File: config.mk
export PLATFORM = sky130hd
export DESIGN_NAME = vl53_data_init
export DESIGN_NICKNAME = d
export VERILOG_FILES = /design/src/vl53_regs_pkg.sv /design/src/init_seq_pkg.sv /design/src/init_sequencer.sv /design/src/read_back_engine.sv /design/src/table_writer.sv /design/src/multi_writer.sv /design/src/i2c_cmd_arbiter.sv /design/src/vl53_data_init.sv
export SDC_FILE = /design/constraint.sdc
export NUM_CORES = 1
export LEC_CHECK = 0
export BUFFER_PORTS_ARGS = -buffer_cell sky130_fd_sc_hd__buf_4
export CAP_MARGIN = 20
export CORE_UTILIZATION = 35
export CTS_BUF_LIST = sky130_fd_sc_hd__clkbuf_4 sky130_fd_sc_hd__clkbuf_8 sky130_fd_sc_hd__clkbuf_16
export DETAILED_ROUTE_END_ITERATION = 10
export PLACE_DENSITY = 0.57
export SETUP_SLACK_MARGIN = 0.5
export SYNTH_ARGS = -nofsm -noshare
export SYNTH_HDL_FRONTEND = slang
export SYNTH_HIERARCHICAL = 1
export SYNTH_SLANG_ARGS = --single-unit
File: constraint.sdc
create_clock -name clk -period 4.1 [get_ports clk]
set_input_delay 0.82 -clock clk [delete_from_list [all_inputs] [get_ports clk]]
set_output_delay 0.82 -clock clk [all_outputs]
set_load 0.02 [all_outputs]
File: src/vl53_regs_pkg.sv
package vl53_regs_pkg;

	typedef logic [7:0] reg_addr_t;
	typedef logic [7:0] ram_addr_t;

	////////////////////
	// sensor registers
	////////////////////

	// range start and sequence step enables
	localparam reg_addr_t SYSRANGE_START = 8'h00;
	localparam reg_addr_t SYSTEM_SEQUENCE_CONFIG = 8'h01;

	// signal rate limit, 9.7 fixed point MCPS
	localparam reg_addr_t FINAL_RANGE_CONFIG_MIN_COUNT_RATE_RTN_LIMIT = 8'h44;

	// limit check enables
	localparam reg_addr_t MSRC_CONFIG_CONTROL = 8'h60;

	localparam reg_addr_t POWER_MANAGEMENT_GO1_POWER_FORCE = 8'h80;

	// i2c standard mode select
	localparam reg_addr_t I2C_MODE_CTRL = 8'h88;

	// pad supply, bit 0 selects 2v8 io
	localparam reg_addr_t VHV_CONFIG_PAD_SCL_SDA_EXTSUP_HV = 8'h89;

	// holds the stop variable while the private page is open
	localparam reg_addr_t STOP_VARIABLE_SRC = 8'h91;

	// private register page
	localparam reg_addr_t PAGE_SELECT = 8'hFF;

	////////////////////
	// ram variables
	////////////////////

	// shared with later init phases
	localparam ram_addr_t STOP_VARIABLE = 8'h00;

endpackage

File: src/init_seq_pkg.sv
package init_seq_pkg;
	import vl53_regs_pkg::*;

	typedef logic [7:0] byte_t;
	typedef logic [3:0] n_bytes_t;

	// transaction codes seen by the i2c engine
	typedef logic [1:0] fnc_t;
	localparam fnc_t FNC_READ = 2'd1;
	localparam fnc_t FNC_WRITE = 2'd2;
	localparam fnc_t FNC_WRITE_MULTI = 2'd3;

	// modify and capture both go to the read-back engine
	typedef enum logic [1:0] {STEP_MODIFY, STEP_CAPTURE, STEP_TABLE, STEP_MULTI} step_kind_t;

	// arg is the or-mask, the ram address or the table start index
	typedef struct packed {
		step_kind_t kind;
		reg_addr_t reg_addr;
		byte_t arg;
		n_bytes_t count;
	} step_t;

	typedef struct packed {
		reg_addr_t addr;
		byte_t data;
	} table_entry_t;

	localparam int STEP_COUNT = 7;
	localparam int STEP_IDX_W = $clog2(STEP_COUNT);
	typedef logic [STEP_IDX_W-1:0] step_idx_t;

	localparam int TABLE_LEN = 8;
	localparam int TBL_IDX_W = $clog2(TABLE_LEN);
	typedef logic [TBL_IDX_W-1:0] tbl_idx_t;

	localparam int MULTI_LEN = 2;
	localparam int MULTI_IDX_W = $clog2(MULTI_LEN);
	typedef logic [MULTI_IDX_W-1:0] multi_idx_t;

	localparam byte_t VHV_2V8_MASK = 8'h01;
	// msrc (bit 1) and pre-range (bit 4) limit checks off
	localparam byte_t MSRC_LIMIT_CHECK_MASK = 8'h12;

	////////////////////
	// data init steps
	////////////////////
	localparam step_t STEP_LIST [STEP_COUNT] = '{
		'{STEP_MODIFY, VHV_CONFIG_PAD_SCL_SDA_EXTSUP_HV, VHV_2V8_MASK, 4'd1},
		'{STEP_TABLE, I2C_MODE_CTRL, 8'd0, 4'd4},
		'{STEP_CAPTURE, STOP_VARIABLE_SRC, STOP_VARIABLE, 4'd1},
		'{STEP_TABLE, SYSRANGE_START, 8'd4, 4'd3},
		'{STEP_MODIFY, MSRC_CONFIG_CONTROL, MSRC_LIMIT_CHECK_MASK, 4'd1},
		'{STEP_MULTI, FINAL_RANGE_CONFIG_MIN_COUNT_RATE_RTN_LIMIT, 8'd0, 4'd2},
		'{STEP_TABLE, SYSTEM_SEQUENCE_CONFIG, 8'd7, 4'd1}
	};

	// single byte writes, addressed by table steps
	localparam table_entry_t WRITE_TABLE [TABLE_LEN] = '{
		'{I2C_MODE_CTRL, 8'h00},
		'{POWER_MANAGEMENT_GO1_POWER_FORCE, 8'h01},
		'{PAGE_SELECT, 8'h01},
		'{SYSRANGE_START, 8'h00},
		'{SYSRANGE_START, 8'h01},
		'{PAGE_SELECT, 8'h00},
		'{POWER_MANAGEMENT_GO1_POWER_FORCE, 8'h00},
		'{SYSTEM_SEQUENCE_CONFIG, 8'hFF}
	};

	// 0x0020 is a rate limit of 0.25 MCPS
	localparam byte_t MULTI_BYTES [MULTI_LEN] = '{8'h00, 8'h20};

endpackage

File: src/init_sequencer.sv
`timescale 1ns/10ps

module init_sequencer import init_seq_pkg::*; (
	input  logic  clk,
	input  logic  reset,
	input  logic  start,
	input  logic  comm_error,
	output logic  done,
	output step_t step,
	output logic  rb_go,
	output logic  tw_go,
	output logic  mw_go,
	input  logic  rb_finished,
	input  logic  tw_finished,
	input  logic  mw_finished
);

	typedef enum logic {S_IDLE, S_RUN} state_t;

	state_t state;
	step_idx_t step_idx;
	step_idx_t launch_idx;
	step_kind_t launch_kind;
	logic any_finished;
	logic last_step;
	logic launch;

	assign step = STEP_LIST[step_idx];

	// only one engine runs at a time
	assign any_finished = rb_finished || tw_finished || mw_finished;
	assign last_step = (step_idx == step_idx_t'(STEP_COUNT - 1));

	// start launches step 0, each finish launches the next one
	assign launch = (state == S_IDLE) ? start : (any_finished && !last_step);
	assign launch_idx = (state == S_IDLE) ? '0 : step_idx + step_idx_t'(1);
	assign launch_kind = STEP_LIST[launch_idx].kind;

	always_ff @(posedge clk) begin
		if (reset || comm_error) begin
			state <= S_IDLE;
			step_idx <= '0;
			done <= 1'b0;
			rb_go <= 1'b0;
			tw_go <= 1'b0;
			mw_go <= 1'b0;
		end else begin
			rb_go <= launch && (launch_kind == STEP_MODIFY || launch_kind == STEP_CAPTURE);
			tw_go <= launch && (launch_kind == STEP_TABLE);
			mw_go <= launch && (launch_kind == STEP_MULTI);
			if (launch) begin
				step_idx <= launch_idx;
			end
			if (state == S_IDLE && start) begin
				state <= S_RUN;
				done <= 1'b0;
			end else if (state == S_RUN && any_finished && last_step) begin
				// done holds until the next start
				state <= S_IDLE;
				done <= 1'b1;
			end
		end
	end

	a_go_onehot: assert property (@(posedge clk) disable iff (reset)
		(rb_go || tw_go || mw_go) |-> $onehot({rb_go, tw_go, mw_go}) && $past(launch))
		else $error("go pulses not one-hot or not launched");

endmodule

File: src/read_back_engine.sv
`timescale 1ns/10ps

module read_back_engine import vl53_regs_pkg::*, init_seq_pkg::*; (
	input  logic      clk,
	input  logic      reset,
	input  logic      comm_error,
	input  logic      go,
	input  step_t     step,
	output logic      finished,
	output logic      req,
	output fnc_t      fnc,
	output reg_addr_t reg_addr,
	output byte_t     data,
	output n_bytes_t  n_bytes,
	input  logic      cmd_done,
	input  byte_t     fifo_data_in,
	input  logic      fifo_read_valid,
	output logic      fifo_read_en,
	output ram_addr_t ram_addr,
	output byte_t     ram_data_out,
	output logic      ram_wr_en
);

	typedef enum logic [1:0] {S_IDLE, S_READ, S_FETCH, S_WRITE} state_t;

	state_t state;

	// read first, write back to the same register in modify mode
	assign req = (state == S_READ) || (state == S_WRITE);
	assign fnc = (state == S_WRITE) ? FNC_WRITE : FNC_READ;
	assign reg_addr = step.reg_addr;
	assign n_bytes = step.count;

	always_ff @(posedge clk) begin
		if (reset || comm_error) begin
			state <= S_IDLE;
			finished <= 1'b0;
			fifo_read_en <= 1'b0;
			ram_wr_en <= 1'b0;
		end else begin
			finished <= 1'b0;
			fifo_read_en <= 1'b0;
			ram_wr_en <= 1'b0;
			case (state)
				S_IDLE: begin
					if (go) begin
						state <= S_READ;
					end
				end
				S_READ: begin
					if (cmd_done) begin
						fifo_read_en <= 1'b1;
						state <= S_FETCH;
					end
				end
				S_FETCH: begin
					if (fifo_read_valid && step.kind == STEP_MODIFY) begin
						state <= S_WRITE;
					end else if (fifo_read_valid) begin
						// capture ends with the ram write
						ram_wr_en <= 1'b1;
						finished <= 1'b1;
						state <= S_IDLE;
					end
				end
				S_WRITE: begin
					if (cmd_done) begin
						finished <= 1'b1;
						state <= S_IDLE;
					end
				end
				default: state <= S_IDLE;
			endcase
		end
	end

	always_ff @(posedge clk) begin
		if (state == S_FETCH && fifo_read_valid) begin
			data <= fifo_data_in | step.arg;
			ram_addr <= step.arg;
			ram_data_out <= fifo_data_in;
		end
	end

	a_fetch_en: assert property (@(posedge clk) disable iff (reset)
		fifo_read_en |-> state == S_FETCH && $past(cmd_done) && $past(state) == S_READ)
		else $error("fifo_read_en outside the fetch after a read");

endmodule

File: src/table_writer.sv
`timescale 1ns/10ps

module table_writer import vl53_regs_pkg::*, init_seq_pkg::*; (
	input  logic      clk,
	input  logic      reset,
	input  logic      comm_error,
	input  logic      go,
	input  step_t     step,
	output logic      finished,
	output logic      req,
	output fnc_t      fnc,
	output reg_addr_t reg_addr,
	output byte_t     data,
	output n_bytes_t  n_bytes,
	input  logic      cmd_done
);

	typedef enum logic [1:0] {S_IDLE, S_REQ, S_NEXT} state_t;

	state_t state;
	tbl_idx_t idx;
	n_bytes_t left;

	assign req = (state == S_REQ);
	assign fnc = FNC_WRITE;
	assign reg_addr = WRITE_TABLE[idx].addr;
	assign data = WRITE_TABLE[idx].data;
	assign n_bytes = n_bytes_t'(1);

	always_ff @(posedge clk) begin
		if (reset || comm_error) begin
			state <= S_IDLE;
			finished <= 1'b0;
			idx <= '0;
			left <= '0;
		end else begin
			finished <= 1'b0;
			case (state)
				S_IDLE: begin
					if (go) begin
						idx <= step.arg[TBL_IDX_W-1:0];
						left <= step.count;
						state <= S_REQ;
					end
				end
				S_REQ: begin
					if (cmd_done && left == n_bytes_t'(1)) begin
						finished <= 1'b1;
						state <= S_IDLE;
					end else if (cmd_done) begin
						idx <= idx + tbl_idx_t'(1);
						left <= left - n_bytes_t'(1);
						state <= S_NEXT;
					end
				end
				// req low for a cycle between entries
				S_NEXT: state <= S_REQ;
				default: state <= S_IDLE;
			endcase
		end
	end

endmodule

File: src/multi_writer.sv
`timescale 1ns/10ps

module multi_writer import vl53_regs_pkg::*, init_seq_pkg::*; (
	input  logic      clk,
	input  logic      reset,
	input  logic      comm_error,
	input  logic      go,
	input  step_t     step,
	output logic      finished,
	output logic      req,
	output fnc_t      fnc,
	output reg_addr_t reg_addr,
	output byte_t     data,
	output n_bytes_t  n_bytes,
	input  logic      cmd_done,
	output logic      fifo_wr_en,
	output byte_t     fifo_data_out,
	input  logic      fifo_write_ack
);

	typedef enum logic [1:0] {S_IDLE, S_PUSH, S_REQ} state_t;

	state_t state;
	multi_idx_t byte_idx;

	assign fifo_data_out = MULTI_BYTES[byte_idx];

	// payload goes through the write fifo, data is unused here
	assign req = (state == S_REQ);
	assign fnc = FNC_WRITE_MULTI;
	assign reg_addr = step.reg_addr;
	assign data = '0;
	assign n_bytes = step.count;

	always_ff @(posedge clk) begin
		if (reset || comm_error) begin
			state <= S_IDLE;
			finished <= 1'b0;
			fifo_wr_en <= 1'b0;
			byte_idx <= '0;
		end else begin
			finished <= 1'b0;
			fifo_wr_en <= 1'b0;
			case (state)
				S_IDLE: begin
					if (go) begin
						byte_idx <= '0;
						fifo_wr_en <= 1'b1;
						state <= S_PUSH;
					end
				end
				S_PUSH: begin
					// one byte in flight, next push after its ack
					if (fifo_write_ack && n_bytes_t'(byte_idx) + n_bytes_t'(1) == step.count) begin
						state <= S_REQ;
					end else if (fifo_write_ack) begin
						byte_idx <= byte_idx + multi_idx_t'(1);
						fifo_wr_en <= 1'b1;
					end
				end
				S_REQ: begin
					if (cmd_done) begin
						finished <= 1'b1;
						state <= S_IDLE;
					end
				end
				default: state <= S_IDLE;
			endcase
		end
	end

endmodule

File: src/i2c_cmd_arbiter.sv
`timescale 1ns/10ps

module i2c_cmd_arbiter import vl53_regs_pkg::*, init_seq_pkg::*; (
	input  logic      clk,
	input  logic      reset,
	input  logic      comm_error,
	input  logic      rb_req,
	input  fnc_t      rb_fnc,
	input  reg_addr_t rb_reg,
	input  byte_t     rb_data,
	input  n_bytes_t  rb_n_bytes,
	input  logic      tw_req,
	input  fnc_t      tw_fnc,
	input  reg_addr_t tw_reg,
	input  byte_t     tw_data,
	input  n_bytes_t  tw_n_bytes,
	input  logic      mw_req,
	input  fnc_t      mw_fnc,
	input  reg_addr_t mw_reg,
	input  byte_t     mw_data,
	input  n_bytes_t  mw_n_bytes,
	output logic      rb_cmd_done,
	output logic      tw_cmd_done,
	output logic      mw_cmd_done,
	output logic      write_start,
	output logic      read_start,
	output logic      write_multi_start,
	output fnc_t      fnc_sel,
	output reg_addr_t reg_address_out,
	output byte_t     data_out,
	output n_bytes_t  n_bytes,
	input  logic      write_done,
	input  logic      read_done,
	input  logic      write_multi_done
);

	// bit 0 read-back, bit 1 table, bit 2 multi
	logic [2:0] grant;
	logic [2:0] pick;
	logic launched;
	logic gap;
	logic idle;
	logic bus_done;

	assign idle = (grant == '0) && !gap;

	// fixed priority
	always_comb begin
		pick = 3'b000;
		if (rb_req) begin
			pick = 3'b001;
		end else if (tw_req) begin
			pick = 3'b010;
		end else if (mw_req) begin
			pick = 3'b100;
		end
	end

	assign bus_done = launched && ((fnc_sel == FNC_READ && read_done) ||
		(fnc_sel == FNC_WRITE && write_done) ||
		(fnc_sel == FNC_WRITE_MULTI && write_multi_done));

	assign rb_cmd_done = bus_done && grant[0];
	assign tw_cmd_done = bus_done && grant[1];
	assign mw_cmd_done = bus_done && grant[2];

	////////////////////
	// grant and strobe
	////////////////////
	always_ff @(posedge clk) begin
		if (reset || comm_error) begin
			grant <= '0;
			launched <= 1'b0;
			gap <= 1'b0;
			write_start <= 1'b0;
			read_start <= 1'b0;
			write_multi_start <= 1'b0;
		end else begin
			write_start <= 1'b0;
			read_start <= 1'b0;
			write_multi_start <= 1'b0;
			gap <= 1'b0;
			if (idle) begin
				grant <= pick;
			end else if (grant != '0 && !launched) begin
				launched <= 1'b1;
				read_start <= (fnc_sel == FNC_READ);
				write_start <= (fnc_sel == FNC_WRITE);
				write_multi_start <= (fnc_sel == FNC_WRITE_MULTI);
			end else if (bus_done) begin
				// one idle cycle follows every transaction
				grant <= '0;
				launched <= 1'b0;
				gap <= 1'b1;
			end
		end
	end

	// command held from grant to done
	always_ff @(posedge clk) begin
		if (idle && pick[0]) begin
			fnc_sel <= rb_fnc;
			reg_address_out <= rb_reg;
			data_out <= rb_data;
			n_bytes <= rb_n_bytes;
		end else if (idle && pick[1]) begin
			fnc_sel <= tw_fnc;
			reg_address_out <= tw_reg;
			data_out <= tw_data;
			n_bytes <= tw_n_bytes;
		end else if (idle && pick[2]) begin
			fnc_sel <= mw_fnc;
			reg_address_out <= mw_reg;
			data_out <= mw_data;
			n_bytes <= mw_n_bytes;
		end
	end

	a_grant_onehot: assert property (@(posedge clk) disable iff (reset)
		$onehot0(grant))
		else $error("grant not one-hot: %b", grant);

	a_one_strobe: assert property (@(posedge clk) disable iff (reset)
		(write_start || read_start || write_multi_start) |->
		$onehot({write_start, read_start, write_multi_start}) && grant != '0 && $stable(grant))
		else $error("start strobe without a held grant");

endmodule

File: src/vl53_data_init.sv
`timescale 1ns/10ps

module vl53_data_init import vl53_regs_pkg::*, init_seq_pkg::*; (
	input  logic      clk,
	input  logic      reset,
	input  logic      start,
	input  logic      comm_error,
	output logic      done,
	output logic      write_start,
	input  logic      write_done,
	output logic      write_multi_start,
	input  logic      write_multi_done,
	output logic      read_start,
	input  logic      read_done,
	output reg_addr_t reg_address_out,
	output byte_t     data_out,
	output n_bytes_t  n_bytes,
	output fnc_t      fnc_sel,
	input  byte_t     fifo_data_in,
	output logic      fifo_read_en,
	input  logic      fifo_read_valid,
	output byte_t     fifo_data_out,
	output logic      fifo_wr_en,
	input  logic      fifo_write_ack,
	output ram_addr_t ram_addr,
	output byte_t     ram_data_out,
	output logic      ram_wr_en
);

	step_t step;
	logic rb_go, tw_go, mw_go;
	logic rb_finished, tw_finished, mw_finished;
	logic rb_cmd_done, tw_cmd_done, mw_cmd_done;

	// engine requests towards the arbiter
	logic rb_req, tw_req, mw_req;
	fnc_t rb_fnc, tw_fnc, mw_fnc;
	reg_addr_t rb_reg, tw_reg, mw_reg;
	byte_t rb_data, tw_data, mw_data;
	n_bytes_t rb_n_bytes, tw_n_bytes, mw_n_bytes;

	init_sequencer i_init_sequencer (
		.clk(clk), .reset(reset), .start(start), .comm_error(comm_error),
		.done(done), .step(step),
		.rb_go(rb_go), .tw_go(tw_go), .mw_go(mw_go),
		.rb_finished(rb_finished), .tw_finished(tw_finished), .mw_finished(mw_finished)
	);

	read_back_engine i_read_back_engine (
		.clk(clk), .reset(reset), .comm_error(comm_error),
		.go(rb_go), .step(step), .finished(rb_finished),
		.req(rb_req), .fnc(rb_fnc), .reg_addr(rb_reg), .data(rb_data), .n_bytes(rb_n_bytes),
		.cmd_done(rb_cmd_done),
		.fifo_data_in(fifo_data_in), .fifo_read_valid(fifo_read_valid),
		.fifo_read_en(fifo_read_en),
		.ram_addr(ram_addr), .ram_data_out(ram_data_out), .ram_wr_en(ram_wr_en)
	);

	table_writer i_table_writer (
		.clk(clk), .reset(reset), .comm_error(comm_error),
		.go(tw_go), .step(step), .finished(tw_finished),
		.req(tw_req), .fnc(tw_fnc), .reg_addr(tw_reg), .data(tw_data), .n_bytes(tw_n_bytes),
		.cmd_done(tw_cmd_done)
	);

	multi_writer i_multi_writer (
		.clk(clk), .reset(reset), .comm_error(comm_error),
		.go(mw_go), .step(step), .finished(mw_finished),
		.req(mw_req), .fnc(mw_fnc), .reg_addr(mw_reg), .data(mw_data), .n_bytes(mw_n_bytes),
		.cmd_done(mw_cmd_done),
		.fifo_wr_en(fifo_wr_en), .fifo_data_out(fifo_data_out), .fifo_write_ack(fifo_write_ack)
	);

	i2c_cmd_arbiter i_i2c_cmd_arbiter (
		.clk(clk), .reset(reset), .comm_error(comm_error),
		.rb_req(rb_req), .rb_fnc(rb_fnc), .rb_reg(rb_reg),
		.rb_data(rb_data), .rb_n_bytes(rb_n_bytes),
		.tw_req(tw_req), .tw_fnc(tw_fnc), .tw_reg(tw_reg),
		.tw_data(tw_data), .tw_n_bytes(tw_n_bytes),
		.mw_req(mw_req), .mw_fnc(mw_fnc), .mw_reg(mw_reg),
		.mw_data(mw_data), .mw_n_bytes(mw_n_bytes),
		.rb_cmd_done(rb_cmd_done), .tw_cmd_done(tw_cmd_done), .mw_cmd_done(mw_cmd_done),
		.write_start(write_start), .read_start(read_start),
		.write_multi_start(write_multi_start),
		.fnc_sel(fnc_sel), .reg_address_out(reg_address_out),
		.data_out(data_out), .n_bytes(n_bytes),
		.write_done(write_done), .read_done(read_done), .write_multi_done(write_multi_done)
	);

endmodule

# Word level (Yosys, flattened, before mapping)
# Memory sizes are Yosys's and may differ from the RTL's.
# Index checks and enable logic that the tools add are counted.
# op_classes
addsub	5
order_cmp	4
n_eq_ne	30
muxes	71
bitwise_logic	12
n_reduce_logical	60
# op_table
cell	count
$mux W22	4
$mux W8	8
$mux W16	2
$mux W2	15
$mux W3	10
$mux W4	6
$logic_and A1 B1 Y1	23
$mux W1	17
$eq A2 B2 Y1 const B	8
$ne A2 B2 Y1 const B	8
$ge A4 B4 Y1 const B	3
$not A3 Y4	3
$pmux W2 S3	2
$reduce_and A4 Y1	3
$eq A2 B1 Y1 const B	5
$logic_not A2 Y1	5
$reduce_bool A2 Y1	5
$reduce_or A2 Y1	5
$ne A2 B1 Y1 const B	4
$or A8 B8 Y8	1
$pmux W2 S4	1
$pmux W4 S2	1
$logic_or A1 B1 Y1	7
$not A1 Y1	7
20 further kinds	29
# totals
regBits	82
mem_bits_ro	480
input_bits	17
wordCells	216
mem_count	3
# memory_table
name	depth	word_bits	read_ports	rd_ports_with_merged_regs	wr	line_no	rtl
(no name shown)	8	22	1	0	0	init_sequencer.sv:28	assign step = STEP_LIST[step_idx];
(no name shown)	8	22	1	0	0	init_sequencer.sv:37	assign launch_kind = STEP_LIST[launch_idx].kind;
(no name shown)	8	16	1	0	0	table_writer.sv:26	assign reg_addr = WRITE_TABLE[idx].addr;

# Depth between registers and ports, before layout
# logic_depth
depth_word	9
ltp_mapped	8
ltp_nobuf	8

# By module
# Netlist, hierarchy kept.
# modules_own_cells
mod	instances	cells_per_inst	area_per_inst_um2	seq_area_each_um2
i2c_cmd_arbiter	1	167	1582.8	820.8
read_back_engine	1	69	1082.3	820.8
table_writer	1	94	780.7	200.2
init_sequencer	1	73	618.1	160.2
multi_writer	1	60	474.2	100.1

# Worst setup path after synthesis
# Ideal clock, no wire load.
# synth_path
kind	register to register
start	register i_i2c_cmd_arbiter.grant[2]
end	register i_i2c_cmd_arbiter.data_out[0], enable pin
setup_time_ns	0.401
arrival_ns	2.066
t_required_ns	3.699
setup_slack_ns	1.633
path_stages_with_launch	5
synth_period_minus_slack_ns	2.467
cell_sequence	dfxtp_1 or4_1 buf_2 buf_6 nor2_1
# synth_between
elab_chain_len	4
word_cells_on_any_way	6
classes_between	reduce/logical (6)
# synth_rtl
item	line_no	rtl
start, declared	i2c_cmd_arbiter.sv:38	logic [2:0] grant;
start signal, assigned	i2c_cmd_arbiter.sv:84	grant <= pick;
$logic_not A3 Y1 (*)	i2c_cmd_arbiter.sv:45	assign idle = (grant == '0) && !gap;
$logic_and A1 B1 Y1 (*)	i2c_cmd_arbiter.sv:45	
$logic_and A1 B1 Y1, on equally long branches	i2c_cmd_arbiter.sv:111, i2c_cmd_arbiter.sv:101, i2c_cmd_arbiter.sv:106	
$reduce_bool A3 Y1 (no source line) (*)	-	
end signal, assigned	i2c_cmd_arbiter.sv:104	data_out <= rb_data;
end signal, assigned	i2c_cmd_arbiter.sv:109	data_out <= tw_data;
end signal, assigned	i2c_cmd_arbiter.sv:114	data_out <= mw_data;
end, declared	i2c_cmd_arbiter.sv:30	output byte_t data_out,
# Mark *: on every way between the ends. The rest lies on a longest branch, timed or not.
# A chain may end at the register's enable or synchronous reset.

# Worst setup path in the final report
# layout_path
start	register i_i2c_cmd_arbiter.fnc_sel[0]
end	register i_table_writer.left[2]
# layout_between
elab_chain_len	9
word_cells_on_any_way	14
classes_between	eq/ne (5); reduce/logical (9)
# layout_rtl
item	line_no	rtl
start, declared	i2c_cmd_arbiter.sv:28	output fnc_t fnc_sel,
start signal, assigned	i2c_cmd_arbiter.sv:102	fnc_sel <= rb_fnc;
start signal, assigned	i2c_cmd_arbiter.sv:107	fnc_sel <= tw_fnc;
start signal, assigned	i2c_cmd_arbiter.sv:112	fnc_sel <= mw_fnc;
$eq A2 B1 Y1 or $eq A2 B2 Y1 (tied branches)	i2c_cmd_arbiter.sv:59, i2c_cmd_arbiter.sv:60	
$logic_and A1 B1 Y1, on equally long branches	i2c_cmd_arbiter.sv:59, i2c_cmd_arbiter.sv:60	
$logic_or A1 B1 Y1	i2c_cmd_arbiter.sv:59	assign bus_done = launched && ((fnc_sel == FNC_READ && read_done) ||
$logic_or A1 B1 Y1 (*)	i2c_cmd_arbiter.sv:60	(fnc_sel == FNC_WRITE && write_done) ||
$logic_and A1 B1 Y1 (*)	i2c_cmd_arbiter.sv:59	
$logic_and A1 B1 Y1 (*)	i2c_cmd_arbiter.sv:64	assign tw_cmd_done = bus_done && grant[1];
named net tw_cmd_done	vl53_data_init.sv:33	logic rb_cmd_done, tw_cmd_done, mw_cmd_done;
$logic_and A1 B1 Y1	table_writer.sv:47	if (cmd_done && left == n_bytes_t'(1)) begin
$ne A2 B2 Y1 (no source line)	-	
$reduce_and A4 Y1 (no source line) (*)	-	
end signal, assigned	table_writer.sv:42	left <= step.count;
end signal, assigned	table_writer.sv:52	left <= left - n_bytes_t'(1);
end, declared	table_writer.sv:22	n_bytes_t left;
# The timed path passes the listed nets; every way through them passes the cells marked *.

==> flow_summary.yaml <==
status:
  status: "complete, no violations"
cts:
  clk_pin_slew_ns: 0.06
  post_cts_buffers: 0
  cts_resized: 0
  htreeDepth: 3
  cts_buffer_depth: 2
  cts_buffers: 9
  root_buffer: "clkbuf_16"
  tritoncts: "done"
  hold_buffers: 0
  insertion_delay_ns: 0.35
  cts_sinks: 82
finish:
  final_nets: 510
  utilization: 0.3977
  syn2layout_area_growth_pct: 10.59
  num_antenna_cells: 0
  stdcell_count: 656
  drive_above_1_share: 0.2417
worst_setup_path:
  r2r_cells: 7
  r2r_start: "i_i2c_cmd_arbiter/fnc_sel[0]"
  crit_type: "reg2reg"
  critPathLaunchType: "flip-flop"
  crit_path_start: "i_i2c_cmd_arbiter/fnc_sel[0]"
  reg2reg_slack_ns: 1.36
  crit_arrival_ns: 2.99
  critPathRequiredTime_ns: 4.35
  worstPathMaxFanout: 12
  critPathCaptureType: "flip-flop"
global_routing:
  track_usage: 0.1432
  grt_max_degree: 48
  grt_pass1_wl_mm: 14.38
  grt_pass1_vias: 2845
  grt-ovfl-total: 0
  antenna_found_initial: 0
sta:
  period_needed_ns: 2.739
  max_freq_ghz: 0.3652
  fin_skew_ns: 0.006648
  rsz0062_at_grt: "false"
  worst_slew_pin_slew_ns: 0.8266
  setup_viol: 0
  slew_headroom: 0.4489
  fin_setup_tns_ns: 0
  drv_slew: 0
  finalHoldViolations: 0
  finalCritPeriodShare: 0.6680
  setup_slack_ns: 1.361
pwr:
  p_per_area_nw_per_um2: 340.9
  leakagePower_nw: 1.950
  max-vdd-ir-drop_uv: 173.4
route:
  routed_via_density: 4.912
  drc: 0
  wl_per_cell_um: 14.11
  drt_iter0_drc: 231
  firstDrtPassIters: 5
  wl_mm: 9.254
  via_count: 3222
  ant_nets: 0
floorplanning:
  die_area_um2: 13430
  coreArea_um2: 12620
  ios: 70
  start_util: 0.3596
  rows: 41
  die_h_um: 115.9
  die_w_um: 115.9
place:
  hpwl_mm: 6.586
  place_congestion: 0.7646
  portBuffers: 62
  placed_cells: 639
  place_ws_ns: 1.041
yosys:
  synth_area_per_cell_um2: 9.802
  ys_warn_count: 6
  synth_edf_count: 46
  ys_ff_latch: 82
  synth_top_area_frac: 0.3044
  ys_types: 64
  netlist_instances: 463
  ys.flop_type: "edfxtp_1"
  synth_area_um2: 4538
  synth.top_cells.by_area: "edfxtp_1 30%, dfxtp_1 16%, buf_4 11%"
  yosysMostFrequentCell: "buf_4"
  synth_seq_area_share: 0.4632
  yosys.area.top_type: "edfxtp_1"
  synthArstFlopShare: 0
  synth_common_cells: "68 x buf_4, 54 x nand3_1, 47 x nand2_1"
worst_hold_path:
  min_path_type: "reg2reg"
  holdPathStages: 2
  hp-start: "i_table_writer/left[3]"
run:
  maxCapViolCount: 0
-- final timing paths --
kind,endpoint
worst min register to register,i_table_writer/left[3]
worst max register to register,i_table_writer/left[2]
worst max-delay path,i_table_writer/left[2]
worst min-delay path,i_table_writer/left[3]
-- stage by stage --
stage / power [mW] / hold WS [ns] / area (µm²)
floorplan: 0.9567 / 0.4528 / 4628
global placement: 0.9604 / 0.4756 / 4726
detailed placement: 0.9620 / 0.4946 / 4726
CTS: 1.730 / 0.5004 / 5004
global route: 1.774 / 0.5211 / 5019
finish: 1.711 / 0.4975 / 5019
-- area by class of cell --
class | count | area, µm²
Timing Repair Buffer | 67 | 510.5
Clock buffer | 9 | 225.2
Sequential cell | 82 | 2102
Fill cell | 1285 | 7601
Inverter | 16 | 60.06
Multi-Input combinational cell | 303 | 1853
Clock inverter | 7 | 52.55
Tap cell | 172 | 215.2
-- routing by layer --
metal	vias up	GRT usage	part of all wire
met3	7	0.03295	0.048
met1	1536	0.1843	0.45
met4	0	0.07009	0.012
met2	85	0.2262	0.49
li1	1594	-	-
met5	-	0	0
-- flip-flops by register name, summed over array words and instances, names as in the netlist, 2 cells and up --
register,flops
i_i2c_cmd_arbiter/data_out,8
i_i2c_cmd_arbiter/reg_address_out,8
i_multi_writer/state,2
i_read_back_engine/data,8
i_i2c_cmd_arbiter/grant,3
i_table_writer/idx,3
i_i2c_cmd_arbiter/fnc_sel,2
i_read_back_engine/state,2
i_table_writer/left,4
i_read_back_engine/ram_data_out,8
i_read_back_engine/ram_addr,8
i_i2c_cmd_arbiter/n_bytes,4
i_init_sequencer/step_idx,3
i_table_writer/state,2
-- power breakdown --
group	switching, mW	leakage [nW]	internal [mW]
registers	0.00327	0.691	0.870
clock network	0.352	0.124	0.413
logic	0.0446	1.14	0.0277
-- cell families (layout without fill, tap and decap cells) --
group                      after synthesis  in the layout  synth area share
and+or+nand+nor                        187            187            0.2173
adders and majority gates               14             14           0.03860
buffers and inverters                  102             99            0.1503
xor gates and xnor gates                 2              2          0.003861
muxes                                    7              7           0.01544
DFF                                     82             82            0.4632
other                                    5             29          0.004136
AOI/OAI and AO/OA                       64             64            0.1073
-- cell usage in the layout (no fill, tap or decap), drive strengths merged, types with 3 or more instances in the layout --
master,n
nand2b,6
clkinvlp,4
a211oi,4
inv,18
nor4,3
mux2i,7
or2,12
a21oi,10
ha,14
nor2b,5
a32oi,22
nand2,48
nand3,54
nor3,13
and3,4
nor2,24
and2,6
edfxtp,46
o21ai,13
buf,67
dfxtp,36
clkbuf,9
conb,29
-- critical path, cell delays in order, from the launching register on --
cell and delay (ns):
edfxtp_1 0.46, mux2i_1 0.17, a211oi_2 0.49, and2_1 0.28
mux2i_1 0.12, a211oi_2 0.67, o21ai_0 0.19, a221oi_1 0.26
Power figures use the tool's default switching activity.
